===== config.mk =====
export PLATFORM = sky130hd
export DESIGN_NAME = demodTop
export DESIGN_NICKNAME = d
export VERILOG_FILES = /design/src/common/dspPkg.sv /design/src/common/regMapPkg.sv /design/src/common/adcCtrlIf.sv /design/src/common/cdCtrlIf.sv /design/src/hw/adcPath/adcDacPath.sv /design/src/hw/clkData/clkDataRouter.sv /design/src/hw/demodRegs.sv /design/src/hw/demodTop.sv
export SDC_FILE = /design/constraint.sdc
export NUM_CORES = 1
export LEC_CHECK = 0
export BUFFER_PORTS_ARGS = -buffer_cell sky130_fd_sc_hd__buf_4
export CORE_UTILIZATION = 49
export CTS_BUF_LIST = sky130_fd_sc_hd__clkbuf_16
export CTS_CLUSTER_SIZE = 16
export DETAILED_ROUTE_END_ITERATION = 10
export GPL_ROUTABILITY_DRIVEN = 0
export PLACE_DENSITY = 0.69
export SLEW_MARGIN = 20
export SYNTH_ARGS = -nofsm -noshare
export SYNTH_HDL_FRONTEND = slang
export SYNTH_HIERARCHICAL = 1
export SYNTH_SLANG_ARGS = --single-unit

===== constraint.sdc =====
create_clock -name clk -period 5.2 [get_ports clk]
set_clock_uncertainty 0.05 [all_clocks]
set_input_delay 0.26 -clock clk [delete_from_list [all_inputs] [get_ports clk]]
set_output_delay 0.26 -clock clk [all_outputs]
set_load 0.01 [all_outputs]

===== src/common/dspPkg.sv =====
`default_nettype none

package dspPkg;

    // **************************************************
    // Sample path types
    // **************************************************

    // Raw offset-binary code from the ADC
    typedef logic [13:0] adcCodeT;

    // Internal signed sample, ADC code left-justified
    typedef logic signed [17:0] sampleT;

    // Offset-binary code to the DAC
    typedef logic [13:0] dacCodeT;

    // DAC source select, code 3 gives midscale
    typedef logic [1:0] dacSelT;
    localparam dacSelT DAC_SRC_ADC  = 2'd0;
    localparam dacSelT DAC_SRC_TEST = 2'd1;
    localparam dacSelT DAC_SRC_MID  = 2'd2;

    // **************************************************
    // Clock-and-data types
    // **************************************************

    // Code 3 behaves as off
    typedef logic [1:0] cdSelT;
    localparam cdSelT CD_SRC_OFF = 2'd0;
    localparam cdSelT CD_SRC_I   = 2'd1;
    localparam cdSelT CD_SRC_Q   = 2'd2;

    // Status counters
    typedef logic [15:0] countT;

endpackage

`default_nettype wire


===== src/common/regMapPkg.sv =====
`default_nettype none

package regMapPkg;

    // Bus widths
    typedef logic [7:0]  busAddrT;
    typedef logic [15:0] busDataT;

    localparam busDataT VERSION = 16'd454;

    // **************************************************
    // Register addresses
    // **************************************************

    // Read only
    localparam busAddrT ADDR_VERSION = 8'h00;

    // DAC0 in bits 1:0, DAC1 in bits 3:2
    localparam busAddrT ADDR_DAC_SEL = 8'h01;

    // Upper 16 bits of the 18-bit test sample
    localparam busAddrT ADDR_TEST_SAMPLE = 8'h02;

    // Channel 0 in bits 1:0, channel 1 in bits 3:2
    localparam busAddrT ADDR_CD_SEL = 8'h03;

    // Status counters, read only
    localparam busAddrT ADDR_OVF_COUNT = 8'h04;
    localparam busAddrT ADDR_CH0_COUNT = 8'h05;
    localparam busAddrT ADDR_CH1_COUNT = 8'h06;

    // Returned for any address outside the map
    localparam busDataT UNMAPPED_DATA = 16'h0000;

endpackage

`default_nettype wire


===== src/common/adcCtrlIf.sv =====
`default_nettype none

interface adcCtrlIf;

    // DAC configuration from the register block
    dspPkg::dacSelT dac0Sel;
    dspPkg::dacSelT dac1Sel;
    dspPkg::sampleT testSample;

    // Status back to the register block
    dspPkg::countT  ovfCount;

    modport regs (
        output dac0Sel, dac1Sel, testSample,
        input  ovfCount
    );

    modport path (
        input  dac0Sel, dac1Sel, testSample,
        output ovfCount
    );

endinterface

`default_nettype wire


===== src/common/cdCtrlIf.sv =====
`default_nettype none

interface cdCtrlIf;

    // Per-channel stream select
    dspPkg::cdSelT ch0Sel;
    dspPkg::cdSelT ch1Sel;

    // Forwarded symbol counts
    dspPkg::countT ch0Count;
    dspPkg::countT ch1Count;

    modport regs (
        output ch0Sel, ch1Sel,
        input  ch0Count, ch1Count
    );

    modport router (
        input  ch0Sel, ch1Sel,
        output ch0Count, ch1Count
    );

endinterface

`default_nettype wire


===== src/hw/adcPath/adcDacPath.sv =====
`default_nettype none

module adcDacPath (
    input  wire                  clk,
    input  wire                  arstN,
    input  wire dspPkg::adcCodeT adc0,
    input  wire                  adc0Overflow,
    output dspPkg::dacCodeT      dac0Data,
    output dspPkg::dacCodeT      dac1Data,
    adcCtrlIf.path               ctrl
);

    // Source mux for one DAC, spare code falls to midscale
    function automatic dspPkg::sampleT pickSample(
        input dspPkg::dacSelT sel,
        input dspPkg::sampleT adcSample,
        input dspPkg::sampleT testSample
    );
        case (sel)
            dspPkg::DAC_SRC_ADC:  pickSample = adcSample;
            dspPkg::DAC_SRC_TEST: pickSample = testSample;
            default:              pickSample = '0;
        endcase
    endfunction

    // Back to offset binary, top 14 bits of the sample
    function automatic dspPkg::dacCodeT toDacCode(input dspPkg::sampleT sample);
        toDacCode = {~sample[17], sample[16:4]};
    endfunction

    // **************************************************
    // ADC reclock and signed conversion
    // **************************************************

    dspPkg::adcCodeT adcReg;
    dspPkg::sampleT  adcSample;

    always_ff @(posedge clk) begin
        adcReg    <= adc0;
        // Flip the MSB to go from offset binary to two's complement
        adcSample <= {~adcReg[13], adcReg[12:0], 4'b0000};
    end

    // **************************************************
    // DAC output registers
    // **************************************************

    always_ff @(posedge clk or negedge arstN) begin
        if (!arstN) begin
            dac0Data <= '0;
            dac1Data <= '0;
        end else begin
            dac0Data <= toDacCode(pickSample(ctrl.dac0Sel, adcSample, ctrl.testSample));
            dac1Data <= toDacCode(pickSample(ctrl.dac1Sel, adcSample, ctrl.testSample));
        end
    end

    // Overflow flag, reclocked then counted
    logic ovfReg;

    always_ff @(posedge clk or negedge arstN) begin
        if (!arstN) begin
            ovfReg        <= 1'b0;
            ctrl.ovfCount <= '0;
        end else begin
            ovfReg <= adc0Overflow;
            // Hold at full scale
            if (ovfReg && (ctrl.ovfCount != '1)) begin
                ctrl.ovfCount <= ctrl.ovfCount + 1'b1;
            end
        end
    end

endmodule

`default_nettype wire


===== src/hw/clkData/clkDataRouter.sv =====
`default_nettype none

module clkDataRouter (
    input  wire  clk,
    input  wire  arstN,
    input  wire  iSymEn,
    input  wire  iBit,
    input  wire  qSymEn,
    input  wire  qBit,
    output logic ch0ClkOut,
    output logic ch0DataOut,
    output logic ch1ClkOut,
    output logic ch1DataOut,
    cdCtrlIf.router ctrl
);

    // **************************************************
    // Per-channel stream routing
    // **************************************************

    for (genvar ch = 0; ch < 2; ch++) begin : genCh
        dspPkg::cdSelT sel;
        logic          symEn;
        logic          symBit;
        logic          clkQ;
        logic          dataQ;
        dspPkg::countT symCount;

        assign sel = (ch == 0) ? ctrl.ch0Sel : ctrl.ch1Sel;

        // Pick the strobe and bit, nothing when off
        always_comb begin
            case (sel)
                dspPkg::CD_SRC_I: begin
                    symEn  = iSymEn;
                    symBit = iBit;
                end
                dspPkg::CD_SRC_Q: begin
                    symEn  = qSymEn;
                    symBit = qBit;
                end
                default: begin
                    symEn  = 1'b0;
                    symBit = 1'b0;
                end
            endcase
        end

        // One-cycle clock pulse, data held between strobes
        always_ff @(posedge clk or negedge arstN) begin
            if (!arstN) begin
                clkQ     <= 1'b0;
                dataQ    <= 1'b0;
                symCount <= '0;
            end else begin
                clkQ <= symEn;
                if (symEn) begin
                    dataQ    <= symBit;
                    symCount <= symCount + 1'b1;
                end
            end
        end
    end

    assign ch0ClkOut     = genCh[0].clkQ;
    assign ch0DataOut    = genCh[0].dataQ;
    assign ch1ClkOut     = genCh[1].clkQ;
    assign ch1DataOut    = genCh[1].dataQ;
    assign ctrl.ch0Count = genCh[0].symCount;
    assign ctrl.ch1Count = genCh[1].symCount;

endmodule

`default_nettype wire


===== src/hw/demodRegs.sv =====
`default_nettype none

module demodRegs (
    input  wire                     clk,
    input  wire                     arstN,
    input  wire                     busWrite,
    input  wire                     busRead,
    input  wire regMapPkg::busAddrT busAddr,
    input  wire regMapPkg::busDataT busWrData,
    output regMapPkg::busDataT      busRdData,
    output logic                    busRdValid,
    adcCtrlIf.regs                  adcCtrl,
    cdCtrlIf.regs                   cdCtrl
);

    // **************************************************
    // Configuration writes
    // **************************************************

    always_ff @(posedge clk or negedge arstN) begin
        if (!arstN) begin
            adcCtrl.dac0Sel    <= dspPkg::DAC_SRC_ADC;
            adcCtrl.dac1Sel    <= dspPkg::DAC_SRC_ADC;
            adcCtrl.testSample <= '0;
            cdCtrl.ch0Sel      <= dspPkg::CD_SRC_OFF;
            cdCtrl.ch1Sel      <= dspPkg::CD_SRC_OFF;
        end else if (busWrite) begin
            // Read-only and unmapped addresses fall through
            case (busAddr)
                regMapPkg::ADDR_DAC_SEL: begin
                    adcCtrl.dac0Sel <= busWrData[1:0];
                    adcCtrl.dac1Sel <= busWrData[3:2];
                end
                regMapPkg::ADDR_TEST_SAMPLE: begin
                    adcCtrl.testSample <= {busWrData, 2'b00};
                end
                regMapPkg::ADDR_CD_SEL: begin
                    cdCtrl.ch0Sel <= busWrData[1:0];
                    cdCtrl.ch1Sel <= busWrData[3:2];
                end
                default: begin
                end
            endcase
        end
    end

    // **************************************************
    // Read mux
    // **************************************************

    regMapPkg::busDataT rdMux;

    always_comb begin
        case (busAddr)
            regMapPkg::ADDR_VERSION:     rdMux = regMapPkg::VERSION;
            regMapPkg::ADDR_DAC_SEL:     rdMux = {12'h000, adcCtrl.dac1Sel, adcCtrl.dac0Sel};
            regMapPkg::ADDR_TEST_SAMPLE: rdMux = adcCtrl.testSample[17:2];
            regMapPkg::ADDR_CD_SEL:      rdMux = {12'h000, cdCtrl.ch1Sel, cdCtrl.ch0Sel};
            regMapPkg::ADDR_OVF_COUNT:   rdMux = adcCtrl.ovfCount;
            regMapPkg::ADDR_CH0_COUNT:   rdMux = cdCtrl.ch0Count;
            regMapPkg::ADDR_CH1_COUNT:   rdMux = cdCtrl.ch1Count;
            default:                     rdMux = regMapPkg::UNMAPPED_DATA;
        endcase
    end

    // Response one cycle after the strobe
    always_ff @(posedge clk or negedge arstN) begin
        if (!arstN) begin
            busRdValid <= 1'b0;
        end else begin
            busRdValid <= busRead;
        end
    end

    always_ff @(posedge clk) begin
        if (busRead) begin
            busRdData <= rdMux;
        end
    end

endmodule

`default_nettype wire


===== src/hw/demodTop.sv =====
`default_nettype none

module demodTop (
    input  wire                     clk,
    input  wire                     arstN,
    // Register bus
    input  wire                     busWrite,
    input  wire                     busRead,
    input  wire regMapPkg::busAddrT busAddr,
    input  wire regMapPkg::busDataT busWrData,
    output regMapPkg::busDataT      busRdData,
    output logic                    busRdValid,
    // ADC and DACs
    input  wire dspPkg::adcCodeT    adc0,
    input  wire                     adc0Overflow,
    output dspPkg::dacCodeT         dac0Data,
    output dspPkg::dacCodeT         dac1Data,
    // Demod symbol streams
    input  wire                     iSymEn,
    input  wire                     iBit,
    input  wire                     qSymEn,
    input  wire                     qBit,
    // Clock-and-data outputs
    output logic                    ch0ClkOut,
    output logic                    ch0DataOut,
    output logic                    ch1ClkOut,
    output logic                    ch1DataOut
);

    adcCtrlIf adcCtrl ();
    cdCtrlIf  cdCtrl ();

    // **************************************************
    // Register block
    // **************************************************

    demodRegs regs_i (
        .clk        (clk),
        .arstN      (arstN),
        .busWrite   (busWrite),
        .busRead    (busRead),
        .busAddr    (busAddr),
        .busWrData  (busWrData),
        .busRdData  (busRdData),
        .busRdValid (busRdValid),
        .adcCtrl    (adcCtrl.regs),
        .cdCtrl     (cdCtrl.regs)
    );

    // **************************************************
    // Sample path and symbol routing
    // **************************************************

    adcDacPath adcPath_i (
        .clk          (clk),
        .arstN        (arstN),
        .adc0         (adc0),
        .adc0Overflow (adc0Overflow),
        .dac0Data     (dac0Data),
        .dac1Data     (dac1Data),
        .ctrl         (adcCtrl.path)
    );

    clkDataRouter router_i (
        .clk        (clk),
        .arstN      (arstN),
        .iSymEn     (iSymEn),
        .iBit       (iBit),
        .qSymEn     (qSymEn),
        .qBit       (qBit),
        .ch0ClkOut  (ch0ClkOut),
        .ch0DataOut (ch0DataOut),
        .ch1ClkOut  (ch1ClkOut),
        .ch1DataOut (ch1DataOut),
        .ctrl       (cdCtrl.router)
    );

endmodule

`default_nettype wire


# Word-level counts from Yosys, hierarchy flattened
# Cells that the tools add are included.
# word_totals
reg_bits,150
# classes
n_addsub,3
reduce_logical,7
n_mux,7
bitwise,3
n_eq_ne,13
# ops
op,n
$pmux 16 s7,1
$pmux 18 s2,2
$add 16x1->16 const B,3
$eq 8x3->1 const B,3
$eq 8x2->1 const B,2
$ne 16x16->1 const B,1
$eq 2x1->1 const B,4
$eq 8x1->1 const B,1
$logic_not 8->1,1
$pmux 1 s2,4
$reduce_and 2->1,3
$eq 2x2->1 const B,2
$logic_not 2->1,2
$not 1->1,3
$logic_and 1x1->1,1

# Longest topological paths before layout
# Gate-level depths: netlist of the first run.
# logic_depth
depth_word,3
depth_mapped,6
ltp_nobuf,6

# By module
# The synthesis of the first run kept the hierarchy.
# modules_own_cells
module,n_inst,seq_area_each_um2,area_per_inst_um2,cells_per_inst
adcDacPath,1,1686.6,2527.4,196
demodRegs,1,1106.1,2204.6,173
clkDataRouter,1,900.9,1679.1,137

# Worst setup path after synthesis of the first run
# No wires, ideal clock.
# synth_timing
kind,reg2reg
start,register adcPath_i.ctrl.ovfCount[0]
end,register adcPath_i.ctrl.ovfCount[1]
path_stages_with_launch,7
synth_period_minus_slack_ps,1879
arrival_time_ps,1704
t_required_ps,5025
setup_slack_ps,3321
path_cell_list,dfrtp_1 ha_1 nand4_1 or4_4 buf_6 nand2_4 mux2_4
# synth_via
elab_chain_len,2
word_cells_on_any_way,3
classes_between,add/sub (1); eq/ne (1); reduce/logical (1)
# synth_rtl
element,line_no,text
start: declaration,adcCtrlIf.sv:20,output ovfCount
start signal: assignment,adcDacPath.sv:69,ctrl.ovfCount <= ctrl.ovfCount + 1'b1;
branches (longest 2 deep; another with $add 16x1->16),n/a,
# Several ways; the timed one is not identified.
# A chain may end at the register's enable or synchronous reset.

# Worst setup path in the final report of the first run
# Same ends and word-level chain as after synthesis.

==> results of run 1 <==
## sequential cells by signal, summed over array words and instances (netlist names), 2 cells and up
register / cells
adcPath_i/adcReg: 14
regs_i/busRdData: 16
regs_i/cdCtrl.ch0Sel: 2
regs_i/cdCtrl.ch1Sel: 2
router_i/ctrl.ch1Count: 16
router_i/ctrl.ch0Count: 16
adcPath_i/dac1Data: 14
regs_i/adcCtrl.testSample: 16
regs_i/adcCtrl.dac1Sel: 2
regs_i/adcCtrl.dac0Sel: 2
adcPath_i/dac0Data: 14
adcPath_i/adcSample: 14
adcPath_i/ctrl.ovfCount: 16
## metal layers
layer | global-route usage (%) | routed length, um
met4 | 9.32 | 240
met2 | 36.3 | 6970
met3 | 4.88 | 655
met5 | 0 | 0
met1 | 30.0 | 6180
## power groups by stage
stage          registers [mW]  logic, mW  clock network (mW)
4_1_cts                  1.32      0.246                1.08
3_5_place_dp             1.35      0.234                   0
3_3_place_gp             1.34      0.226                   0
5_1_grt                  1.33      0.269                1.13
6_report                 1.32      0.244                1.06
2_1_floorplan            1.33      0.128                   0
## cell type report
type,count,area [um2]
fill,996,4770
sequential,150,3690
multi-input combinational,322,2550
timing repair buffer,114,896
clock buffer,17,425
tap,172,215
clock inverter,15,85.1
inverter,10,37.5
## cell usage in the layout, fill, tap and decap left out, drive strengths merged, types with 2 or more instances in the layout
| cell type | instances |
|---|---|
| ha | 7 |
| and2 | 4 |
| a211oi | 2 |
| nor2 | 39 |
| dlygate4sd3 | 16 |
| a2111oi | 2 |
| nand2b | 4 |
| or4 | 2 |
| xnor2 | 29 |
| nor4bb | 3 |
| mux2 | 31 |
| or2 | 4 |
| inv | 16 |
| nor4 | 8 |
| mux2i | 32 |
| dfxtp | 28 |
| a221o | 9 |
| buf | 98 |
| nor2b | 5 |
| o21a | 2 |
| clkinv | 9 |
| dfrtp | 106 |
| nand3 | 43 |
| nor3 | 6 |
| nor4b | 3 |
| a22oi | 13 |
| xor2 | 11 |
| o2111ai | 2 |
| and3 | 9 |
| o211ai | 9 |
| edfxtp | 16 |
| nand4 | 11 |
| nand2 | 19 |
| nor3b | 4 |
| clkbuf | 17 |
| a21oi | 6 |
## stage by stage
step                instances  worst slack, ns  utilization (%)  hold WS, ns
floorplan                 503             3.32                -      -0.0856
global placement          752             3.25             57.1        0.261
detailed placement        752             3.16             57.1        0.262
CTS                       800             3.19             62.4      0.00865
global route              800             3.12             62.4       0.0127
finish                    800             3.18             62.4       0.0185
## path summary, 6_finish.rpt
path                                                endpoint  slack (ns)  cells past startpoint
worst max-delay path              adcPath_i/ctrl.ovfCount[1]        3.18                      5
worst min-delay path            regs_i/adcCtrl.testSample[7]        0.02                      2
worst max register to register    adcPath_i/ctrl.ovfCount[1]        3.18                      5
worst min register to register       adcPath_i/adcSample[13]        0.28                      0
max in group asynchronous       regs_i/adcCtrl.testSample[5]        3.58                      3
min in group asynchronous              adcPath_i/dac0Data[9]        0.41                      2
## critical path, delay by kind of cell, from the launching register on
kind	cells	cell delay, ns
AND/OR/NAND/NOR	3	0.87
flip-flops	1	0.42
multiplexers	1	0.30
adder cells (fa/ha/maj)	1	0.25
## repair_timing
action,in CTS,in global routing
hold endpoints to repair,70,0
resized for setup,0,0
hold buffers,16,0
==> metrics.cfg, run 1 <==
[clocking]
post-cts-setup-buffers=0
cts_tree=yes
cts.clk_slew.worst_paths_ns=0.06
root_buffer=clkbuf_16
insertion_delay_ns=0.42
htreeDepth=4
cts.sinks=150
clock_path_buffers=2
cts-buffers-inserted=17

[setup_path]
critPathKind=flip-flop to flip-flop
crit_chain=ha_1 -> nand4_1 -> or4_4 -> nand2_4 -> mux2_4
timing.rr.start=adcPath_i/ctrl.ovfCount[0]
end_kind=flip-flop
cp.arrival_ns=2.27
cp-startpoint=adcPath_i/ctrl.ovfCount[0]
critical_path_required_ns=5.46
path_max_fanout=8
crit_slowest_cell=or4_4
slowest_delay_ns=0.59
crit_path_start_kind=flip-flop

[power_and_ir_drop]
internal_power_mw=1.98
p_clk_share_pct=40.4
combPwrFrac_pct=9.3
netSwitchingFraction_pct=24.8
sequentialPowerShare_pct=50.3
ir_worst_vdd_mv=0.236
p_leak_nw=3.58
p_switching_mw=0.652
pwr_density_cell_nw_per_um2=333
total_power_mw=2.63

[logic_synthesis]
postSynthCellCount=503
yosysWarnings=6
syn_area_per_cell_um2=12.7
syn_area_um2=6390
syn_nets=557

[job]
drv_cap=0

[placement]
hpwl_mm=10.1
portBuffers=95
dpl_cell_area_um2=7230

[global_routing]
grt.overflow.total=0
grt_pass1_vias=4197
grt_usage_pct=22.6
grt_start_max_net_pins=57
antenna_found_initial=0
grt_pass1_wl_mm=22.3

[route]
wl_mm=14.0
vias=4299
post_drt_wl_per_cell_um=17.6
routed_via_density=5.37
drc=0
dr.pass1.iters=4
drtAntennaViolNets=0
drtIter0Drc=252

[finish]
final_nets=669
drive_gt1_share_pct=28.2
syn_to_final_growth_pct=23.6
antennaDiodeCount=0
fin_area_um2=7900

[die]
ios=96
fp-row-count=41
dieArea_um2=13500
dieWidth_um=116
coreArea_um2=12700
start_util_pct=50.4
die_h_um=116

[sta]
fmax_mhz=496
max_slew.worst_pin.slew_ns=0.942
hold_viol_final=0
finalMaxSlewViolations=0
timing.final.crit_share_pct=38.8
setup-tns-final_ns=0
worst_slew_margin_rel_pct=37.2
grt_setup_unrepaired=no
fin_crit_ns=2.02
finalSetupViolations=0

[hold_path]
hold_path_class=input pin to flip-flop
hp-start=busWrData[5]

[status]
status=finished clean

(Power assumes the default switching activity.)
==> run 2, diff against run 1 <==
--- a/config.mk
+++ b/config.mk
@@ -11,7 +11,7 @@
 export CTS_CLUSTER_SIZE = 16
 export DETAILED_ROUTE_END_ITERATION = 10
 export GPL_ROUTABILITY_DRIVEN = 0
-export PLACE_DENSITY = 0.69
+export PLACE_DENSITY = 0.72
 export SLEW_MARGIN = 20
 export SYNTH_ARGS = -nofsm -noshare
 export SYNTH_HDL_FRONTEND = slang
==> constraint.sdc (replaced) <==
create_clock -name clk -period 1.65 [get_ports clk]
set_clock_uncertainty 0.05 [all_clocks]
set_input_delay 0.0825 -clock clk [delete_from_list [all_inputs] [get_ports clk]]
set_output_delay 0.0825 -clock clk [all_outputs]
set_load 0.01 [all_outputs]
==> run 2 against run 1 <==
  * The flow now finishes with violations (negative setup slack)
  * Count of clock-buffer cells in the layout up 3
  * Utilization up 7.1 points
  * First-iteration DRC count up 7.1%
==> metrics.cfg, run 2 (synthesis results as in run 1) <==
[global_routing]
antenna_found_initial=1  ; was 0
grt_pass1_wl_mm=24.8  ; was 22.3 mm
grt_pass1_vias=4811  ; was 4,197
grt_usage_pct=25.1  ; was 22.6%
grt.overflow.total=0  ; unchanged
grt_start_max_net_pins=33  ; was 57

[finish]
post-route-util_pct=69.4  ; was 62.4%
drive_gt1_share_pct=37.4  ; was 28.2%
final_nets=743  ; was 669
fill_cells=863  ; was 996
final_cell_mix=buf_4 (148), dfrtp_1 (101), nand3_1 (37)  ; was dfrtp_1 (106), buf_4 (98), nand3_1 (42)
syn_to_final_growth_pct=37.6  ; was 23.6%
layout_commonest_cell=buf_4  ; was dfrtp_1

[clocking]
cts.sinks=150  ; unchanged
insertion_delay_ns=0.43  ; was 0.42 ns
clock_path_buffers=2  ; unchanged
cts.clk_slew.worst_paths_ns=0.06  ; about the same
root_buffer=clkbuf_16  ; unchanged
cts_tree=yes  ; unchanged
htreeDepth=4  ; unchanged
cts-buffers-inserted=17  ; unchanged

[sta]
setup_ws_ns=-0.0754  ; was 3.18 ns
whs_ns=0.101  ; was 0.0185 ns
max_slew.worst_pin.slew_ns=0.878  ; was 0.942 ns
worst_slew_margin_rel_pct=41.3  ; was 37.2%
grt_setup_unrepaired=yes  ; was no
timing.final.crit_share_pct=105  ; was 38.8%
finalMaxSlewViolations=0  ; unchanged
setup-tns-final_ns=-0.176  ; was 0 ns
fmax_mhz=580  ; was 496 MHz
fin_crit_ns=1.73  ; was 2.02 ns
finalSetupViolations=3  ; was 0
hold_viol_final=0  ; unchanged

[setup_path]
crit_path_start_kind=flip-flop  ; unchanged
cpLargestDelayFamily=compound AO/OA/AOI/OAI gates  ; was simple AND/OR/NAND/NOR gates
path_max_fanout=4  ; was 8
timing.critical_path.mode_cell=a221o_1
r2r_setup_slack_ns=-0.08  ; was 3.18 ns
cp-startpoint=regs_i/cdCtrl.ch1Sel[1]  ; was adcPath_i/ctrl.ovfCount[0]
path_depth=3  ; was 5
timing.rr.end=regs_i/busRdData[3]  ; was adcPath_i/ctrl.ovfCount[1]
cp.arrival_ns=1.85  ; was 2.27 ns
crit_slowest_cell=dfrtp_1  ; was or4_4
crit_chain=mux2_2 -> a221o_1 -> a221o_1  ; was ha_1 -> nand4_1 -> or4_4 -> nand2_4 -> mux2_4
worstSetupEndpoint=regs_i/busRdData[3]  ; was adcPath_i/ctrl.ovfCount[1]
critical_path_required_ns=1.78  ; was 5.46 ns
slowest_delay_ns=0.44  ; was 0.59 ns
crit_buf_inv=0  ; unchanged
timing.rr.start=regs_i/cdCtrl.ch1Sel[1]  ; was adcPath_i/ctrl.ovfCount[0]
critPathKind=flip-flop to flip-flop  ; unchanged
end_kind=flip-flop  ; unchanged
ff2ff_path_depth=3  ; was 5

[route]
drc=0  ; unchanged
routed_via_density=5.41  ; was 5.37
vias=4731  ; was 4,299
dr.pass1.iters=5  ; was 4
drtIter0Drc=270  ; was 252
post_drt_wl_per_cell_um=18.5  ; was 17.6 um
drtAntennaViolNets=0  ; unchanged
wl_mm=16.2  ; was 14.0 mm

[die]
die_h_um=116  ; unchanged
start_util_pct=50.4  ; unchanged
dieArea_um2=13500  ; unchanged
fp-row-count=41  ; unchanged
ios=96  ; unchanged
coreArea_um2=12700  ; unchanged
dieWidth_um=116  ; unchanged

[status]
status=finished with violations  ; was finished clean
failed_checks=negative setup slack

[placement]
portBuffers=95  ; unchanged
dp_slack_ns=-0.145  ; was 3.16 ns
hpwl_mm=11.1  ; was 10.1 mm

[power_and_ir_drop]
pwr_density_cell_nw_per_um2=1020  ; was 333 nW/um2
p_leak_nw=4.01  ; was 3.58 nW
ir_worst_vdd_mv=0.735  ; was 0.236 mV
total_power_mw=9.01  ; was 2.63 mW

[job]
drv_cap=0  ; unchanged

[hold_path]
hold_path_class=input pin to async pin  ; was input pin to flip-flop

-- run 2: cell types whose count changed in the layout (fill, tap and decap cells not counted), moves of 5 or more --
| cell | before | now |
|---|---|---|
| buf_4 | 98 | 148 |
| dlygate4sd3_1 | 16 | 35 |
| dfrtp_1 | 106 | 101 |
| dfrtp_2 | 0 | 5 |
| ha_1 | 7 | 2 |
| ha_4 | 0 | 5 |
| nand3_1 | 42 | 37 |
-- run 2: worst min-delay path by stage --
stage | from | endpoint | slack [ns] | depth (start not counted)
6_report | arstN | regs_i/busRdValid | 0.10 | 2
5_1_grt | arstN | regs_i/adcCtrl.testSample[13] | 0.15 | 2
4_1_cts | arstN | regs_i/adcCtrl.testSample[13] | 0.11 | 2
3_5_place_dp | arstN | regs_i/busRdValid | 0.01 | 1
3_3_place_gp | arstN | regs_i/busRdValid | -0.0006 | 1
2_1_floorplan | arstN | adcPath_i/ctrl.ovfCount[0] | -0.26 | 0
-- run 2: metrics by stage --
step / cells / area (um2)
4_1_cts: 869 / 8620
3_5_place_dp: 799 / 7610
5_1_grt: 874 / 8800
6_report: 874 / 8800
2_1_floorplan: 503 / 6400
3_3_place_gp: 799 / 7610
-- run 2: layout make-up --
class	count	area, um2	area share, %
clock buffers	20	500	5.69
inverters	10	37.5	0.427
well taps	172	215	2.45
repair buffers	188	1540	17.5
clock inverters	11	68.8	0.782
multi-input cells	322	2730	31.1
diodes	1	2.50	0.0284
flip-flops and latches	150	3700	42.1
-- run 2: repair_timing --
action	4_1_cts	5_1_grt
gates resized for setup	12	33
endpoints found under the setup margin	32	43
setup buffers	4	4
hold buffers	35	0
endpoints found under the hold margin	128	0
pin swaps	7	14
-- run 2: power by group --
part | total [mW] | switching, mW | internal, mW
combinational | 1.20 | 0.551 | 0.652
sequential | 4.13 | 0.188 | 3.94
clock | 3.67 | 1.50 | 2.17
total | 9.01 | 2.24 | 6.77
-- run 2: per-layer routing --
metal	up-vias	global-route usage (%)	share of wire (%)
li1	2185	-	-
met1	2390	30.7	41
met2	123	40.7	52
met3	33	5.50	4.5
met4	0	15.6	3.2
met5	-	0	0
==> run 3, diff against run 2 <==
--- a/config.mk
+++ b/config.mk
@@ -6,6 +6,7 @@
 export NUM_CORES = 1
 export LEC_CHECK = 0
 export BUFFER_PORTS_ARGS = -buffer_cell sky130_fd_sc_hd__buf_4
+export CORE_ASPECT_RATIO = 0.7
 export CORE_UTILIZATION = 49
 export CTS_BUF_LIST = sky130_fd_sc_hd__clkbuf_16
 export CTS_CLUSTER_SIZE = 16
==> run 3 against run 2 <==
  * The run ends with design-rule violations, negative setup slack left
  * Register-to-register slack lost 0.02 ns
  * Count of clock-buffer cells in the layout is 3 lower
  * Routed wire length grew 3.3%
  * Combinational power increased by 12%
  * Worst hold slack better by 0.086 ns
  * Critical path type unchanged
  * Largest cell class unchanged
==> metrics.cfg, run 3 (synthesis results as in run 1) <==
[power_and_ir_drop]
pwr_density_cell_nw_per_um2=1020  ; about the same
p_leak_nw=4.10  ; was 4.01 nW
ir_worst_vdd_mv=0.810  ; was 0.735 mV
total_power_mw=9.17  ; was 9.01 mW

[status]
status=finished with violations  ; unchanged
failed_checks=design-rule violations, negative setup slack  ; was negative setup slack

[route]
post_drt_wl_per_cell_um=19.1  ; was 18.5 um
drtIter0Drc=421  ; was 270
dr.pass1.iters=7  ; was 5
top_layer=met4  ; unchanged
vias=4842  ; was 4,731
drtAntennaViolNets=0  ; unchanged
wl_met1_mm=7.11  ; was 6.56 mm
routed_via_density=5.54  ; was 5.41
drc=17  ; was 0
wl_met3_um=978  ; was 733 um
dr_wl_met2_mm=8.25  ; was 8.36 mm
wl_mm=16.7  ; was 16.2 mm

[sta]
timing.final.crit_share_pct=106  ; was 105%
finalMaxSlewViolations=0  ; unchanged
grt_setup_unrepaired=yes  ; unchanged
fmax_mhz=574  ; was 580 MHz
worst_slew_margin_rel_pct=67.4  ; was 41.3%
whs_ns=0.187  ; was 0.101 ns
hold_viol_final=0  ; unchanged
max_slew.worst_pin.slew_ns=0.476  ; was 0.878 ns
setup-tns-final_ns=-0.234  ; was -0.176 ns
fin_crit_ns=1.74  ; was 1.73 ns
finalSetupViolations=6  ; was 3
setup_ws_ns=-0.0917  ; was -0.0754 ns

[clocking]
clock_path_buffers=2  ; unchanged
insertion_delay_ns=0.42  ; was 0.43 ns
root_buffer=clkbuf_16  ; unchanged
cts.clk_slew.worst_paths_ns=0.07  ; was 0.06 ns
cts_tree=yes  ; unchanged
cts.sinks=150  ; unchanged
cts-buffers-inserted=17  ; unchanged
htreeDepth=4  ; unchanged

[finish]
layout_commonest_cell=buf_4  ; unchanged
drive_gt1_share_pct=39.5  ; was 37.4%
final_nets=753  ; was 743
final_cell_mix=buf_4 (152), dfrtp_1 (104), nor2_1 (36), nand3_1 (36), dlygate4sd3_1 (36)  ; was buf_4 (148), dfrtp_1 (101), nand3_1 (37)
antennaDiodeCount=0  ; was 1
syn_to_final_growth_pct=40.2  ; was 37.6%

[die]
fp-row-count=34  ; was 41
ios=96  ; unchanged
dieArea_um2=13500  ; about the same
start_util_pct=50.9  ; was 50.4%
die_h_um=97.6  ; was 116 um
coreArea_um2=12500  ; was 12,700 um2
dieWidth_um=139  ; was 116 um

[setup_path]
end_kind=flip-flop  ; unchanged
path_max_fanout=3  ; was 4
critical_path_required_ns=1.77  ; was 1.78 ns
cp.arrival_ns=1.86  ; was 1.85 ns
crit_path_start_kind=flip-flop  ; unchanged
critPathKind=flip-flop to flip-flop  ; unchanged

[global_routing]
grt_start_max_net_pins=51  ; was 33
grt_pass1_vias=5038  ; was 4,811
grt_usage_pct=25.4  ; was 25.1%
grt.overflow.total=0  ; unchanged
grt_pass1_wl_mm=26.1  ; was 24.8 mm
antenna_found_initial=0  ; was 1

[job]
drv_cap=0  ; unchanged

[placement]
portBuffers=95  ; unchanged
hpwl_mm=11.0  ; was 11.1 mm

[hold_path]
hold_path_class=input pin to async pin  ; unchanged

==> run 3: cell types whose count changed in the layout (fill, tap and decap cells not counted), moves of 3 or more <==
cell,before,now
buf_4,148,152
buf_6,2,5
clkbuf_16,20,17
clkinv_4,1,4
dfrtp_1,101,104
dfrtp_2,5,2
inv_1,9,6
inv_6,2,5
inv_8,0,4
==> run 3: per-layer routing <==
layer | GRT usage, % | vias up
met5 | 0 | -
met4 | 8.21 | 0
met3 | 6.60 | 36
met2 | 41.3 | 172
met1 | 33.1 | 2429
li1 | - | 2205
==> run 3: through the flow <==
| stage | instances | setup WS (ns) | cell area (um2) | util (%) |
|---|---|---|---|---|
| after CTS | 873 | -0.0570 | 8760 | 69.8 |
| after floorplan | 503 | -0.137 | 6400 | - |
| final | 874 | -0.0917 | 8960 | 71.4 |
| after global placement | 797 | -0.0675 | 7690 | 61.2 |
| after global routing | 874 | -0.119 | 8960 | 71.4 |
| after detailed placement | 797 | -0.123 | 7690 | 61.2 |
==> run 3: layout make-up <==
type	instances	area, um2
multi-input cells	322	2790
well taps	162	203
flip-flops and latches	150	3700
fillers	851	3590
clock inverters	15	156
inverters	10	37.5
repair buffers	198	1650
clock buffers	17	425
==> run 3: report_power, final <==
part,total [mW],internal [mW],leakage (nW),switching [mW]
clock,3.76,2.02,0.287,1.74
combinational,1.34,0.732,2.03,0.612
sequential,4.07,3.94,1.79,0.133
total,9.17,6.69,4.10,2.48
==> run 3: worst max-delay path, stage by stage, from the launching register on <==
cell and delay, ns:
dfrtp_1 0.41, buf_6 0.14, mux2_4 0.27, a221o_1 0.31
a221o_1 0.32
==> run 3: worst paths after layout <==
check | cells after the start | slack (ns) | end | startpoint
worst max-delay path | 4 | -0.09 | regs_i/busRdData[0] | regs_i/cdCtrl.ch0Sel[0]
worst min-delay path | 3 | 0.19 | adcPath_i/dac1Data[3] | arstN
worst max register to register | 4 | -0.09 | regs_i/busRdData[0] | regs_i/cdCtrl.ch0Sel[0]
worst min register to register | 0 | 0.28 | adcPath_i/adcSample[4] | adcPath_i/adcReg[0]
max in group asynchronous | 3 | 0.76 | adcPath_i/dac1Data[5] | arstN
min in group clk | 4 | 0.19 | router_i/ch0ClkOut | iSymEn
==> run 3: repair_timing <==
| action | in CTS | in global routing |
|---|---|---|
| hold buffers | 37 | 0 |
| pin swaps | 11 | 18 |
| setup buffers | 7 | 2 |
| hold endpoints to repair | 148 | 0 |
| gates resized for setup | 12 | 42 |
| endpoints found under the setup margin | 36 | 41 |
| cloned | 0 | 0 |
